[config.mk]
export PLATFORM = sky130hd
export DESIGN_NAME = response_merge
export DESIGN_NICKNAME = d
export VERILOG_FILES = /design/src/design/dcache_geom_pkg.sv /design/src/design/dcache_xfer_pkg.sv /design/src/design/response_merge.sv
export SDC_FILE = /design/constraint.sdc
export NUM_CORES = 1
export LEC_CHECK = 0
export ABC_AREA = 0
export BUFFER_PORTS_ARGS = -buffer_cell sky130_fd_sc_hd__buf_2
export CAP_MARGIN = 20
export CORE_AREA = 2 2 253 255
export DETAILED_ROUTE_END_ITERATION = 7
export DIE_AREA = 0 0 255 257
export GPL_TIMING_DRIVEN = 0
export HOLD_SLACK_MARGIN = 0.06
export SLEW_MARGIN = 20
export SYNTH_ARGS = -nofsm -noshare
export SYNTH_HDL_FRONTEND = slang
export SYNTH_SLANG_ARGS = --single-unit
[constraint.sdc]
create_clock -name clk -period 6.3 [get_ports clk]
set_clock_uncertainty 0.05 [all_clocks]
set_input_delay 1.26 -clock clk [delete_from_list [all_inputs] [get_ports clk]]
set_output_delay 1.26 -clock clk [all_outputs]
set_load 0.02 [all_outputs]
[src/design/dcache_geom_pkg.sv]
// geometry of the four-bank data cache
// address split, sizes and the block mask shared by dispatch, banks
// and the miss controller; import with a wildcard where needed
package dcache_geom_pkg;

    localparam int NUM_THREADS    = 4;
    localparam int NUM_BANKS      = 4;
    localparam int LINES_PER_BANK = 16;

    localparam int WORD_W   = 32;
    localparam int TAG_W    = 24;
    localparam int INDEX_W  = 4;
    localparam int BANK_W   = 2;
    localparam int THREAD_W = 2;

    // a block is one word per bank, 16 bytes
    localparam logic [WORD_W-1:0] BLOCK_MASK = 32'hFFFF_FFF0;

    typedef logic [WORD_W-1:0] word_t;

    // byte address as seen by the cache
    typedef struct packed {
        logic [TAG_W-1:0]   tag;      // [31:8]
        logic [INDEX_W-1:0] index;    // [7:4]
        logic [BANK_W-1:0]  bank;     // [3:2]
        logic [1:0]         byte_off; // ignored, word access only
    } addr_fields_t;

endpackage

[src/design/dcache_xfer_pkg.sv]
// transfer records passed between the cache blocks
// thread masks, per-bank request and result, the latched miss
// and the miss FSM state encoding
package dcache_xfer_pkg;

    import dcache_geom_pkg::*;

    typedef logic [NUM_THREADS-1:0] thread_mask_t;

    // request picked for one bank this cycle
    typedef struct packed {
        logic                valid;
        logic [THREAD_W-1:0] thread;
        addr_fields_t        addr;
        word_t               wdata;
        logic                write;
    } bank_req_t;

    // lookup result of one bank
    typedef struct packed {
        logic             hit;
        word_t            rdata;
        logic             victim_dirty;
        logic [TAG_W-1:0] victim_tag;
    } bank_rsp_t;

    // miss waiting for memory, both addresses block aligned
    typedef struct packed {
        word_t miss_addr;
        word_t victim_addr;
        logic  writeback;
    } miss_info_t;

    typedef enum logic [1:0] {
        IDLE,
        SEND_MEM_REQ,
        RECV_MEM_RSP
    } mc_state_t;

endpackage

[src/design/response_merge.sv]
// collects per-bank results into per-thread state
// tracks which threads of the batch are still pending, registers
// read-hit data per thread and raises delay until the batch is done
module response_merge
    import dcache_geom_pkg::*;
    import dcache_xfer_pkg::*;
(
    input  logic         clk,
    input  logic         rst,
    input  thread_mask_t i_valid,
    input  logic         i_hold,
    input  bank_req_t    i_bank_req [NUM_BANKS],
    input  bank_rsp_t    i_bank_rsp [NUM_BANKS],
    output thread_mask_t o_active,
    output word_t        o_rdata [NUM_THREADS],
    output logic         o_delay
);

    thread_mask_t         pending_q;
    thread_mask_t         served;
    thread_mask_t         pending_d;
    logic [NUM_BANKS-1:0] bank_served;

    // a fresh batch is taken only when nothing is left over
    assign o_active = (pending_q != '0) ? pending_q : i_valid;

    for (genvar b = 0; b < NUM_BANKS; b++) begin : g_bank
        assign bank_served[b] = i_bank_req[b].valid && i_bank_rsp[b].hit && !i_hold;
    end

    always_comb begin
        served = '0;
        for (int b = 0; b < NUM_BANKS; b++) begin
            if (bank_served[b]) begin
                served[i_bank_req[b].thread] = 1'b1;
            end
        end
    end

    assign pending_d = o_active & ~served;
    assign o_delay   = (pending_d != '0) || i_hold;

    always_ff @(posedge clk or posedge rst) begin
        if (rst) begin
            pending_q <= '0;
            for (int t = 0; t < NUM_THREADS; t++) begin
                o_rdata[t] <= '0;
            end
        end else begin
            pending_q <= pending_d;
            for (int b = 0; b < NUM_BANKS; b++) begin
                if (bank_served[b] && !i_bank_req[b].write) begin
                    o_rdata[i_bank_req[b].thread] <= i_bank_rsp[b].rdata;
                end
            end
        end
    end

endmodule

## Word level (Yosys, flattened, before mapping)

Index checks and enable logic that the tools add are counted.

- $add $sub $neg: 0
- Multiply operators: 0
- Div/mod/pow operators: 0
- Order comparisons: 16
- Equality and inequality tests: 0
- Shifts and indexed selects: 0
- Muxes and demuxes: 29
- Bitwise gates (word level): 9
- Reduce and logical (&&, ||, !) cells: 28

Operators by type and width:

| cell | number |
|---|---|
| 128-bit bitwise mux | 4 |
| 128-bit two-way mux | 4 |
| 32-bit demux with 2-bit select | 4 |
| 32-bit two-way mux | 4 |
| 1-bit logical AND | 20 |
| 4-bit two-way mux | 5 |
| 3-bit >= comparator (second input constant) | 4 |
| 2-bit by 3-bit less-than comparator with 1-bit output (second input constant) | 4 |
| 3-bit by 1-bit less-than comparator with 1-bit output (second input constant) | 4 |
| 2-bit inverter with 3-bit output | 4 |
| 4-bit OR | 3 |
| 1-bit demux with 2-bit select | 4 |
| 2-bit by 1-bit >= comparator with 1-bit output (second input constant) | 4 |
| 4-bit nonzero test | 2 |
| 1-bit zero test | 5 |
| 4-bit AND | 1 |
| 1-bit two-way mux | 4 |
| 4-bit inverter | 1 |
| 1-bit logical OR | 1 |

- Bits in registers: 132
- Bits in latches: 0
- Bits in writable memories: 0
- Memory bits (read-only): 0
- Logic and storage cells: 87
- Memories: 0

## Longest topological paths before layout

Gate-level depths: netlist of run 1.

- Depth in word-level cells: 15
- Depth in mapped cells: 7

## Worst setup path before layout of run 1

No wires, ideal clock.

- Kind: input port to output port
- Start: in i_hold
- End: out o_delay
- Data arrival time: 2.502 ns
- Path slack: 2.488 ns
- Stages: 5
- Path buffers: 1
- Cell sequence: nand3b_4 -> buf_4 -> o22a_1 -> a31o_2 -> or4_1

- Word-level cells in the longest chain between the ends: 13
- Elaborated cells on any way between the ends: 16
- Classes of those cells: 4 x mux; 5 x bitwise; 7 x reduce/logical

Ends and longest elaborated chain:

| element | RTL line | RTL |
|---|---|---|
| start: declaration | response_merge.sv:11 | `input logic i_hold,` |
| 1-bit zero test | response_merge.sv:28 | `assign bank_served[b] = i_bank_req[b].valid && i_bank_rsp[b].hit && !i_hold;` |
| 1-bit logical AND | response_merge.sv:28 |  |
| 4-bit two-way mux | response_merge.sv:34 | `if (bank_served[b]) begin` |
| 4-bit OR (no line) | n/a |  |
| 4-bit two-way mux | response_merge.sv:34 |  |
| 4-bit OR (no line) | n/a |  |
| 4-bit two-way mux | response_merge.sv:34 |  |
| 4-bit OR (no line) | n/a |  |
| 4-bit two-way mux | response_merge.sv:34 |  |
| 4-bit inverter | response_merge.sv:40 | `assign pending_d = o_active & ~served;` |
| 4-bit AND | response_merge.sv:40 |  |
| 4-bit nonzero test | response_merge.sv:41 | `assign o_delay = (pending_d != '0) \|\| i_hold;` |
| 1-bit logical OR * | response_merge.sv:41 |  |
| end: declaration | response_merge.sv:16 | `output logic o_delay` |

Every way passes the cells marked *; elsewhere a longest branch is shown, timed or not.

## Worst setup path in the final report of run 1

- Start: in i_bank_req[133] in the netlist's numbering
- End: out o_delay

- Word-level cells in the longest chain between the ends: 12
- Elaborated cells on any way between the ends: 13
- Classes of those cells: 2 x order compare; 4 x mux; 4 x bitwise; 3 x reduce/logical

Ends and longest elaborated chain:

| element | RTL line | RTL |
|---|---|---|
| start: declaration | response_merge.sv:12 | `input bank_req_t i_bank_req [NUM_BANKS],` |
| 2-bit by 3-bit less-than comparator with 1-bit output (implied by the code) or 2-bit by 1-bit >= comparator with 1-bit output (tied branches) | response_merge.sv:35 | `served[i_bank_req[b].thread] = 1'b1;` |
| 1-bit logical AND (implied by the code) | response_merge.sv:35 |  |
| 1-bit two-way mux (implied by the code) | response_merge.sv:35 |  |
| 1-bit demux with 2-bit select * | response_merge.sv:35 |  |
| 4-bit OR (no line) * | n/a |  |
| 4-bit two-way mux * | response_merge.sv:34 |  |
| 4-bit OR (no line) | n/a |  |
| 4-bit two-way mux * | response_merge.sv:34 |  |
| 4-bit inverter * | response_merge.sv:40 |  |
| 4-bit AND * | response_merge.sv:40 |  |
| named net pending_d[2] | response_merge.sv:21 | `thread_mask_t pending_d;` |
| 4-bit nonzero test * | response_merge.sv:41 |  |
| 1-bit logical OR * | response_merge.sv:41 |  |

The timed path passes the listed nets; every way through them passes the cells marked *.

==> reports/metrics.csv, run 1 <==
metric,value,unit
hold_path.class,reg -> reg,
cts_tree,built,
ctsHoldBuffers,0,
grt-busiest-layer,met1,
p_leak,6.41,nW
yosys.cell_count.top_type,and3_1,
grt_pass1_vias,10500,
place.gp.congestion,0.924,
crit_path_end_kind,output port,
dp_hpwl,43.6,mm
drtIter0Drc,1363,
min_period,4.34,ns
ys_top_cells_by_count,"160 x and3_1, 133 x nor2_1, 132 x dfrtp_1",
io_buffers,287,
clkSlewWorstSetupHoldPaths,0.06,ns
clock-sinks,132,
yosysWarnings,0,
clk_path_buf_depth,2,
synth_cells,1135,
post-route-period-util,68.8,%
cts_setup_buffers,0,
wl,57.7,mm
yosysTopAreaCellShare,34.2,%
nets,1953,
drive_gt1_share,26.4,%
die_w,255,um
critPathKind,in -> out,
grt_pass1_wl,80.0,mm
final_core_util,20.5,%
synth.avg_cell_area,8.51,sq um
grt_setup_unrepaired,no,
root_buffer,clkbuf_16,
dieArea,65500,sq um
via_per_inst,4.91,
vias,11400,
first_pass_iters,5,
use_met3,4.20,%
h-tree-depth,4,
seq_area_frac_synth,34.2,%
critical_path.max_fanout,7,
async_reset_ff_share,100,%
ys.flop_type,dfrtp_1,
dieHeight,257,um
ant_nets,0,
cts_resized,0,
grt_use_total,17.0,%
met2_usage,23.4,%
ioPinCount,644,
setup_viol,0,
wl_per_cell,25.0,um
synth.distinct_cells,44,
grtUsageMet1,26.6,%
initial_core_util,15.4,%
drcViolationCount,0,
crit_path_start_kind,primary input,
crit_arrival,3.03,ns
p_per_area,292,nW/um^2
hold_viol,0,
synth-seq-cells,132,
ys_top_cells_by_area,"dfrtp_1 34%, and3_1 10%, a211oi_1 9.9%",
maxSlewHeadroom,30.3,%
core,62700,sq um
irDropWorstVdd,189,uV
syn_nets,1646,
dp.cells,2269,
overflow,0,
slew_violations,0,
drv_cap,0,
synth_area,9660,sq um
grt_max_degree,92,
synth_area_leader_cell,dfrtp_1,
synth-edff-count,0,
clk-insertion-delay-late,0.45,ns
fin_cells,2312,
antenna_found_initial,14,
fmax,0.231,GHz
syn_to_final_growth,32.9,%
status,"finished, final reports clean",
fp-row-count,92,
worst_pin_slew,1.04,ns
critPathRequiredTime,4.99,ns
numCtsBuffers,17,
## metal layers
layer,part of all wire [%],routed length (um),vias to the layer above
met3,11,6540,74
met5,0.14,83,-
met2,40,22800,810
li1,-,-,4915
met1,48,27500,5538
met4,1.2,694,14
## sequential cells by signal, indices dropped and copies added (netlist names)
signal	count
pending_q	4
o_rdata	128
## per-stage QoR
stage          total power, mW  setup TNS [ns]  worst slack, ns  cell area (sq um)  hold WS (ns)
3_3_place_gp              2.63          -94.91           -0.754              12200         0.581
5_1_grt                   3.89               0             1.89              12800         0.629
2_1_floorplan             1.98               0             1.46               9660         0.597
6_report                  3.74               0             1.96              12800         0.596
3_5_place_dp              2.64               0             1.97              12200         0.590
4_1_cts                   3.75               0             1.97              12800         0.608
## path summary, 6_finish.rpt
path | start | endpoint | slack, ns | depth (start not counted)
worst max-delay path | i_bank_req[133] | o_delay | 1.96 | 7
worst min-delay path | o_rdata[103]$_DFF_PP0_ | o_rdata[103]$_DFF_PP0_ | 0.60 | 2
worst max register to register | o_rdata[96]$_DFF_PP0_ | o_rdata[96]$_DFF_PP0_ | 4.80 | 2
worst min register to register | o_rdata[103]$_DFF_PP0_ | o_rdata[103]$_DFF_PP0_ | 0.60 | 2
max in group asynchronous | rst | o_rdata[102]$_DFF_PP0_ | 4.57 | 3
min in group asynchronous | rst | o_rdata[91]$_DFF_PP0_ | 0.74 | 2
## logic make-up after synthesis
group           count (synthesis)  synth area share, %
simple gates                  407                 22.5
compound gates                335                 26.0
buf+inv                       166                 7.42
flops                         132                 34.2
mux                            95                 9.86
## where the power goes
group          internal [mW]  switching, mW  total, mW
Sequential              1.10          0.218       1.31
Combinational          0.462          0.856       1.32
Clock                  0.636          0.473       1.11
Total                   2.20           1.55       3.74
## area by class of cell
type / instances / area (sq um)
antenna: 11 / 27.5
buffer: 124 / 559
clock buffer: 18 / 429
clock inverter: 14 / 189
fill: 7038 / 49900
inverter: 42 / 165
multi-input combinational: 837 / 5640
sequential: 132 / 3300
tap: 846 / 1060
timing repair buffer: 288 / 1460
## critical path, cell delays in order
cell and delay, ns:
buf_2 0.14, nand2b_1 0.14, clkbuf_1 0.30, or2_1 0.32, nor4bb_1 0.13, or4_1 0.55
buf_2 0.18
## placed cells by master, fill, tap and decap left out, drive strengths merged, types with 3 or more instances in the layout
| cell | count |
|---|---|
| inv | 50 |
| mux2i | 94 |
| a31o | 3 |
| nand2b | 5 |
| and4bb | 3 |
| dfrtp | 132 |
| and3 | 160 |
| clkbuf | 89 |
| o2bb2a | 32 |
| nor3 | 71 |
| nand3b | 5 |
| diode | 11 |
| o31ai | 128 |
| nand2 | 10 |
| or3 | 5 |
| bufinv | 3 |
| buf | 341 |
| nor2 | 133 |
| o21ai | 35 |
| a211oi | 128 |
Power figures use the tool's default switching activity.
==> inputs of run 2 (changes only) <==
==> constraint.sdc (replaced) <==
create_clock -name clk -period 4.3 [get_ports clk]
set_clock_uncertainty 0.05 [all_clocks]
set_input_delay 0.86 -clock clk [delete_from_list [all_inputs] [get_ports clk]]
set_output_delay 0.86 -clock clk [all_outputs]
set_load 0.02 [all_outputs]
==> reports/metrics.csv, run 2 (synthesis results as in run 1) <==
metric,value,unit,change
clockPowerShare,27.9,%,-1.7 points
p_leak,6.41,nW,+0.14%
top_regs,"o_rdata: 128 flops, pending_q: 4 flops",,
drive_gt1_share,26.6,%,+0.20 points
maxSlewHeadroom,24.1,%,-6.2 points
grt_pass1_vias,10400,,-1.0%
cp_cell_sequence,buf_2 -> nand2b_1 -> clkbuf_1 -> o22a_1 -> a31o_2 -> or4_1 -> buf_2,,
final_core_util,20.5,%,about the same
drcViolationCount,0,,unchanged
vias,11400,,+0.053%
crit_path_top_delay_cell,or4_1,,
post-route-period-util,82.5,%,
worst_pin_slew,1.14,ns,+0.0931 ns
ctsHoldBuffers,0,,unchanged
p_seq_share,35.6,%,+0.5 points
p_per_area,416,nW/um^2,+43%
overflow,0,,unchanged
fmax,0.282,GHz,
root_buffer,clkbuf_16,,
grt_pass1_wl,79.1,mm,-1.1%
fp-row-count,92,,unchanged
wl,56.7,mm,-1.7%
min_period,3.55,ns,
critical_path.max_fanout,8,,+1
reg2reg_from,o_rdata[96]$_DFF_PP0_,,
grt_setup_unrepaired,no,,
worst-path-buf-inv,3,,unchanged
ant_nets,0,,unchanged
clk-insertion-delay-late,0.44,ns,about the same
dieArea,65500,sq um,unchanged
dieHeight,257,um,unchanged
grt_use_total,16.8,%,-0.22 points
cts_tree,built,,
crit_path_end_kind,output port,,
r2r_cells,2,,unchanged
h-tree-depth,4,,unchanged
setup_tns,0,ns,unchanged
slew_violations,0,,unchanged
first_pass_iters,5,,unchanged
regMostFlops,o_rdata,,
total_power,5.35,mW,+43%
clk_path_buf_depth,2,,unchanged
grt_max_degree,31,,-66%
rr_endpoint,o_rdata[96]$_DFF_PP0_,,
clock-sinks,132,,unchanged
drtIter0Drc,1526,,+12%
clkSlewWorstSetupHoldPaths,0.07,ns,about the same
dp_hpwl,44.0,mm,+0.84%
place_area,12300,sq um,+0.63%
setup_viol,0,,unchanged
cts_setup_buffers,0,,unchanged
p_switching,2.25,mW,+45%
p_comb_share,36.5,%,+1.3 points
critPathRequiredTime,3.39,ns,-1.60 ns
status,"finished, final reports clean",,
drv_cap,0,,unchanged
max_stage_delay,0.39,ns,-0.16 ns
place.gp.congestion,0.944,,+2.1%
hold_slack,0.396,ns,-0.200 ns
critPathKind,in -> out,,
core,62700,sq um,unchanged
p_int,3.10,mW,+41%
wl_per_cell,24.6,um,-1.6%
mostFrequentLayoutCells,"331 x buf_2, 160 x and3_1, 133 x nor2_1",,
crit_top_cell,buf_2,,
crit_family,buffers and inverters,,
syn_to_final_growth,33.0,%,about the same
nets,1958,,+0.26%
largest_register_ffs,128,,unchanged
die_w,255,um,unchanged
crit_arrival,2.64,ns,-0.39 ns
via_per_inst,4.92,,+0.14%
netSwitchingFraction,42.1,%,+0.76 points
crit_path_start_kind,primary input,,
hold_path.class,in -> async,,
antenna_found_initial,8,,-6
initial_core_util,15.4,%,unchanged
cts_resized,0,,unchanged
numCtsBuffers,17,,unchanged
post-route-cell-area,12800,sq um,about the same
io_buffers,287,,unchanged
layout.cells.most_common,buf_2,,
irDropWorstVdd,248,uV,+31%
hold_viol,0,,unchanged
ioPinCount,644,,unchanged
rrSetupSlack,2.88,ns,-1.92 ns
==> run 2: cell count changes in the layout (fill, tap and decap cells not counted), sizes merged <==
| cell | previous run | this run |
|---|---|---|
| buf | 341 | 345 |
| clkinv | 1 | 6 |
| bufinv | 3 | 1 |
| clkinvlp | 2 | 3 |
| diode | 11 | 5 |
| clkbuf | 89 | 90 |
| inv | 50 | 45 |
==> run 2: worst reg2reg max path, delay by kind of cell (launching register included) <==
kind | cells | cell delay, ns
AO/OA/AOI/OAI | 2 | 0.76
flip-flops | 1 | 0.47
==> run 2: cell type report <==
type                    count  area [sq um]
clock buffers              18           429
multi-input cells         837          5640
fillers                  7072         49900
inverters                  42           161
clock inverters            13           128
repair buffers            293          1550
well taps                 846          1060
flip-flops and latches    132          3300
diodes                      5          12.5
plain buffers             124           559
==> run 2: metal layers <==
layer	routed length [um]	vias to the layer above	GRT usage [%]	part of all wire, %
met2	22900	862	23.5	40
met1	26900	5508	26.4	47
met5	21	-	0	0.037
met3	6220	58	3.30	11
met4	631	4	2.70	1.1
li1	-	4925	-	-
==> run 2: power by group through the flow <==
stage               clock (mW)  combinational (mW)  sequential [mW]
CTS                       1.51                1.97             1.89
finish                    1.49                1.95             1.90
global placement             0                1.93             1.92
floorplan                    0               0.646             2.25
global route              1.55                2.08             1.94
detailed placement           0                1.96             1.90
==> run 2: worst max path at each step <==
| stage | end | depth (start not counted) | slack (ns) | startpoint |
|---|---|---|---|---|
| floorplan | o_delay | 5 | 1.29 | i_hold |
| global placement | o_rdata[73]$_DFF_PP0_ | 2 | 0.48 | rst |
| detailed placement | o_rdata[85]$_DFF_PP0_ | 6 | 0.68 | i_bank_req[269] |
| CTS | o_delay | 7 | 0.80 | i_bank_req[66] |
| global route | o_delay | 7 | 0.74 | i_bank_req[66] |
| finish | o_delay | 7 | 0.75 | i_bank_req[66] |
==> run 2: metrics by stage <==
stage                     cells  setup slack [ns]
after global routing       2306             0.743
final                      2310             0.752
after global placement     2268             0.478
after detailed placement   2273             0.676
after CTS                  2304             0.801
after floorplan            1135              1.29
==> inputs of run 3 (changes only) <==
--- a/config.mk
+++ b/config.mk
@@ -8,9 +8,9 @@
 export ABC_AREA = 0
 export BUFFER_PORTS_ARGS = -buffer_cell sky130_fd_sc_hd__buf_2
 export CAP_MARGIN = 20
-export CORE_AREA = 2 2 253 255
+export CORE_AREA = 2 2 249 251
 export DETAILED_ROUTE_END_ITERATION = 7
-export DIE_AREA = 0 0 255 257
+export DIE_AREA = 0 0 251 253
 export GPL_TIMING_DRIVEN = 0
 export HOLD_SLACK_MARGIN = 0.06
 export SLEW_MARGIN = 20
==> constraint.sdc (replaced) <==
create_clock -name clk -period 2.88 [get_ports clk]
set_clock_uncertainty 0.05 [all_clocks]
set_input_delay 0.576 -clock clk [delete_from_list [all_inputs] [get_ports clk]]
set_output_delay 0.576 -clock clk [all_outputs]
set_load 0.02 [all_outputs]
==> reports/metrics.csv, run 3 (synthesis results as in run 1) <==
metric,value,unit,change
core,61000,sq um,-2.7%
cp_cell_sequence,buf_2 -> nand3b_1 -> o32a_1 -> a31o_2 -> or4_1 -> buf_2,,
cts_setup_buffers,0,,unchanged
mostFrequentLayoutCells,"331 x buf_2, 160 x and3_1, 133 x nor2_1",,
die_w,251,um,-1.6%
clockPowerShare,28.0,%,about the same
crit_top_cell,buf_2,,
slew_violations,0,,unchanged
root_buffer,clkbuf_16,,
drcViolationCount,0,,unchanged
grt_setup_unrepaired,no,,
wl_per_cell,25.4,um,+3.5%
setup_viol,0,,unchanged
via_per_inst,4.98,,+1.4%
clk-insertion-delay-late,0.46,ns,+0.02 ns
wl,57.2,mm,+0.82%
r2r_cells,3,,+1
initial_core_util,15.8,%,+0.43 points
rr_endpoint,pending_q[0]$_DFF_PP0_,,
hold_viol,0,,unchanged
ctsHoldBuffers,0,,unchanged
dp_hpwl,44.1,mm,+0.33%
first_pass_iters,5,,unchanged
final.fill_count,6852,,-3.1%
setup_tns,0,ns,unchanged
drv_cap,0,,unchanged
p_seq_share,35.6,%,about the same
overflow,0,,unchanged
critPathRequiredTime,2.25,ns,-1.14 ns
p_switching,3.33,mW,+48%
crit_path_end_kind,output port,,
grt_max_degree,29,,-6.5%
numCtsBuffers,17,,unchanged
crit_arrival,2.19,ns,-0.45 ns
post-route-period-util,97.8,%,
crit_end,o_delay,,
crit_path_start_kind,primary input,,
io_buffers,287,,unchanged
grt_pass1_wl,79.8,mm,+0.85%
cts_tree,built,,
clk_path_buf_depth,2,,unchanged
fin_cells,2251,,-2.6%
critPathKind,in -> out,,
antenna_found_initial,9,,+1
reg2reg_from,pending_q[1]$_DFF_PP0_,,
p_leak,6.43,nW,+0.17%
clkSlewWorstSetupHoldPaths,0.06,ns,about the same
clock-sinks,132,,unchanged
regMostFlops,o_rdata,,
ant_nets,0,,unchanged
irDropWorstVdd,483,uV,+95%
p_per_area,625,nW/um^2,+50%
h-tree-depth,4,,unchanged
ioPinCount,644,,unchanged
vias,11200,,-1.2%
dieArea,63500,sq um,-3.1%
layout.cells.most_common,buf_2,,
drtIter0Drc,1181,,-23%
grt_pass1_vias,10500,,+0.33%
startpoint,i_hold,,
netSwitchingFraction,41.5,%,-0.56 points
syn_to_final_growth,32.9,%,about the same
hold_path.class,in -> async,,
fp-row-count,91,,-1.1%
min_period,2.82,ns,
dp.cells,2217,,-2.5%
crit_path_top_delay_cell,or4_1,,
largest_register_ffs,128,,unchanged
p_int,4.70,mW,+52%
grt_use_total,17.6,%,+0.80 points
fmax,0.355,GHz,
place.gp.congestion,0.920,,-2.5%
top_regs,"o_rdata: 128 flops, pending_q: 4 flops",,
p_comb_share,36.4,%,about the same
drive_gt1_share,27.1,%,+0.54 points
max_stage_delay,0.40,ns,about the same
worst_pin_slew,0.972,ns,-0.165 ns
critical_path.max_fanout,10,,+2
rrSetupSlack,1.41,ns,-1.47 ns
nets,1954,,-0.20%
dieHeight,253,um,-1.6%
maxSlewHeadroom,35.0,%,+11 points
status,"finished, final reports clean",,
## run 3: power by group through the flow
stage / clock network, mW / registers, mW / logic [mW]
floorplan: 0 / 3.36 / 0.965
global placement: 0 / 2.87 / 2.90
detailed placement: 0 / 2.84 / 2.95
CTS: 2.28 / 2.83 / 2.96
global route: 2.36 / 2.90 / 3.14
finish: 2.25 / 2.86 / 2.93
## run 3: layout make-up
class / count / area (sq um) / share of cell area (%)
well taps: 790 / 988 / 7.70
clock inverters: 12 / 120 / 0.935
flip-flops and latches: 132 / 3300 / 25.7
diodes: 5 / 12.5 / 0.0974
clock buffers: 20 / 467 / 3.63
inverters: 42 / 161 / 1.26
multi-input cells: 837 / 5690 / 44.3
plain buffers: 121 / 544 / 4.24
repair buffers: 292 / 1560 / 12.1
## run 3: layer usage
layer  track usage, %  wire length (um)  vias to the layer above
met4             3.81               716                        6
met3             4.66              6100                       51
met2             25.2             23500                      769
met5                0                32                        -
met1             26.1             26800                     5485
li1                 -                 -                     4907
## run 3: timing repair
action / CTS / global route
resized for setup: 2 / 6
cloned: 0 / 0
endpoints found under the setup margin: 1 / 1
## run 3: through the flow
step | hold slack, ns | total power, mW | worst slack [ns] | cell area (sq um) | utilization (%)
global placement | 0.586 | 5.77 | -0.620 | 12100 | 19.8
CTS | 0.132 | 8.06 | 0.00703 | 12800 | 21.0
detailed placement | 0.581 | 5.79 | -0.139 | 12200 | 20.0
floorplan | 0.597 | 4.32 | 0.436 | 9660 | -
global route | 0.152 | 8.40 | 0.000135 | 12800 | 21.0
finish | 0.116 | 8.03 | 0.0621 | 12800 | 21.0
## run 3: worst max-delay path: cells and delay by family
kind                   cells  cell delay [ns]
AND/OR/NAND/NOR            2             0.63
AO/OA/AOI/OAI              2             0.62
buffers and inverters      2             0.35
## run 3: worst min-delay path by stage
| stage | startpoint | to | slack (ns) | cells after the start |
|---|---|---|---|---|
| final | rst | o_rdata[92]$_DFF_PP0_ | 0.12 | 2 |
| after global routing | rst | o_rdata[25]$_DFF_PP0_ | 0.15 | 2 |
| after CTS | rst | o_rdata[92]$_DFF_PP0_ | 0.13 | 2 |
| after detailed placement | o_rdata[22]$_DFF_PP0_ | o_rdata[22]$_DFF_PP0_ | 0.58 | 2 |
| after global placement | o_rdata[117]$_DFF_PP0_ | o_rdata[117]$_DFF_PP0_ | 0.59 | 2 |
| after floorplan | pending_q[3]$_DFF_PP0_ | pending_q[3]$_DFF_PP0_ | 0.60 | 2 |
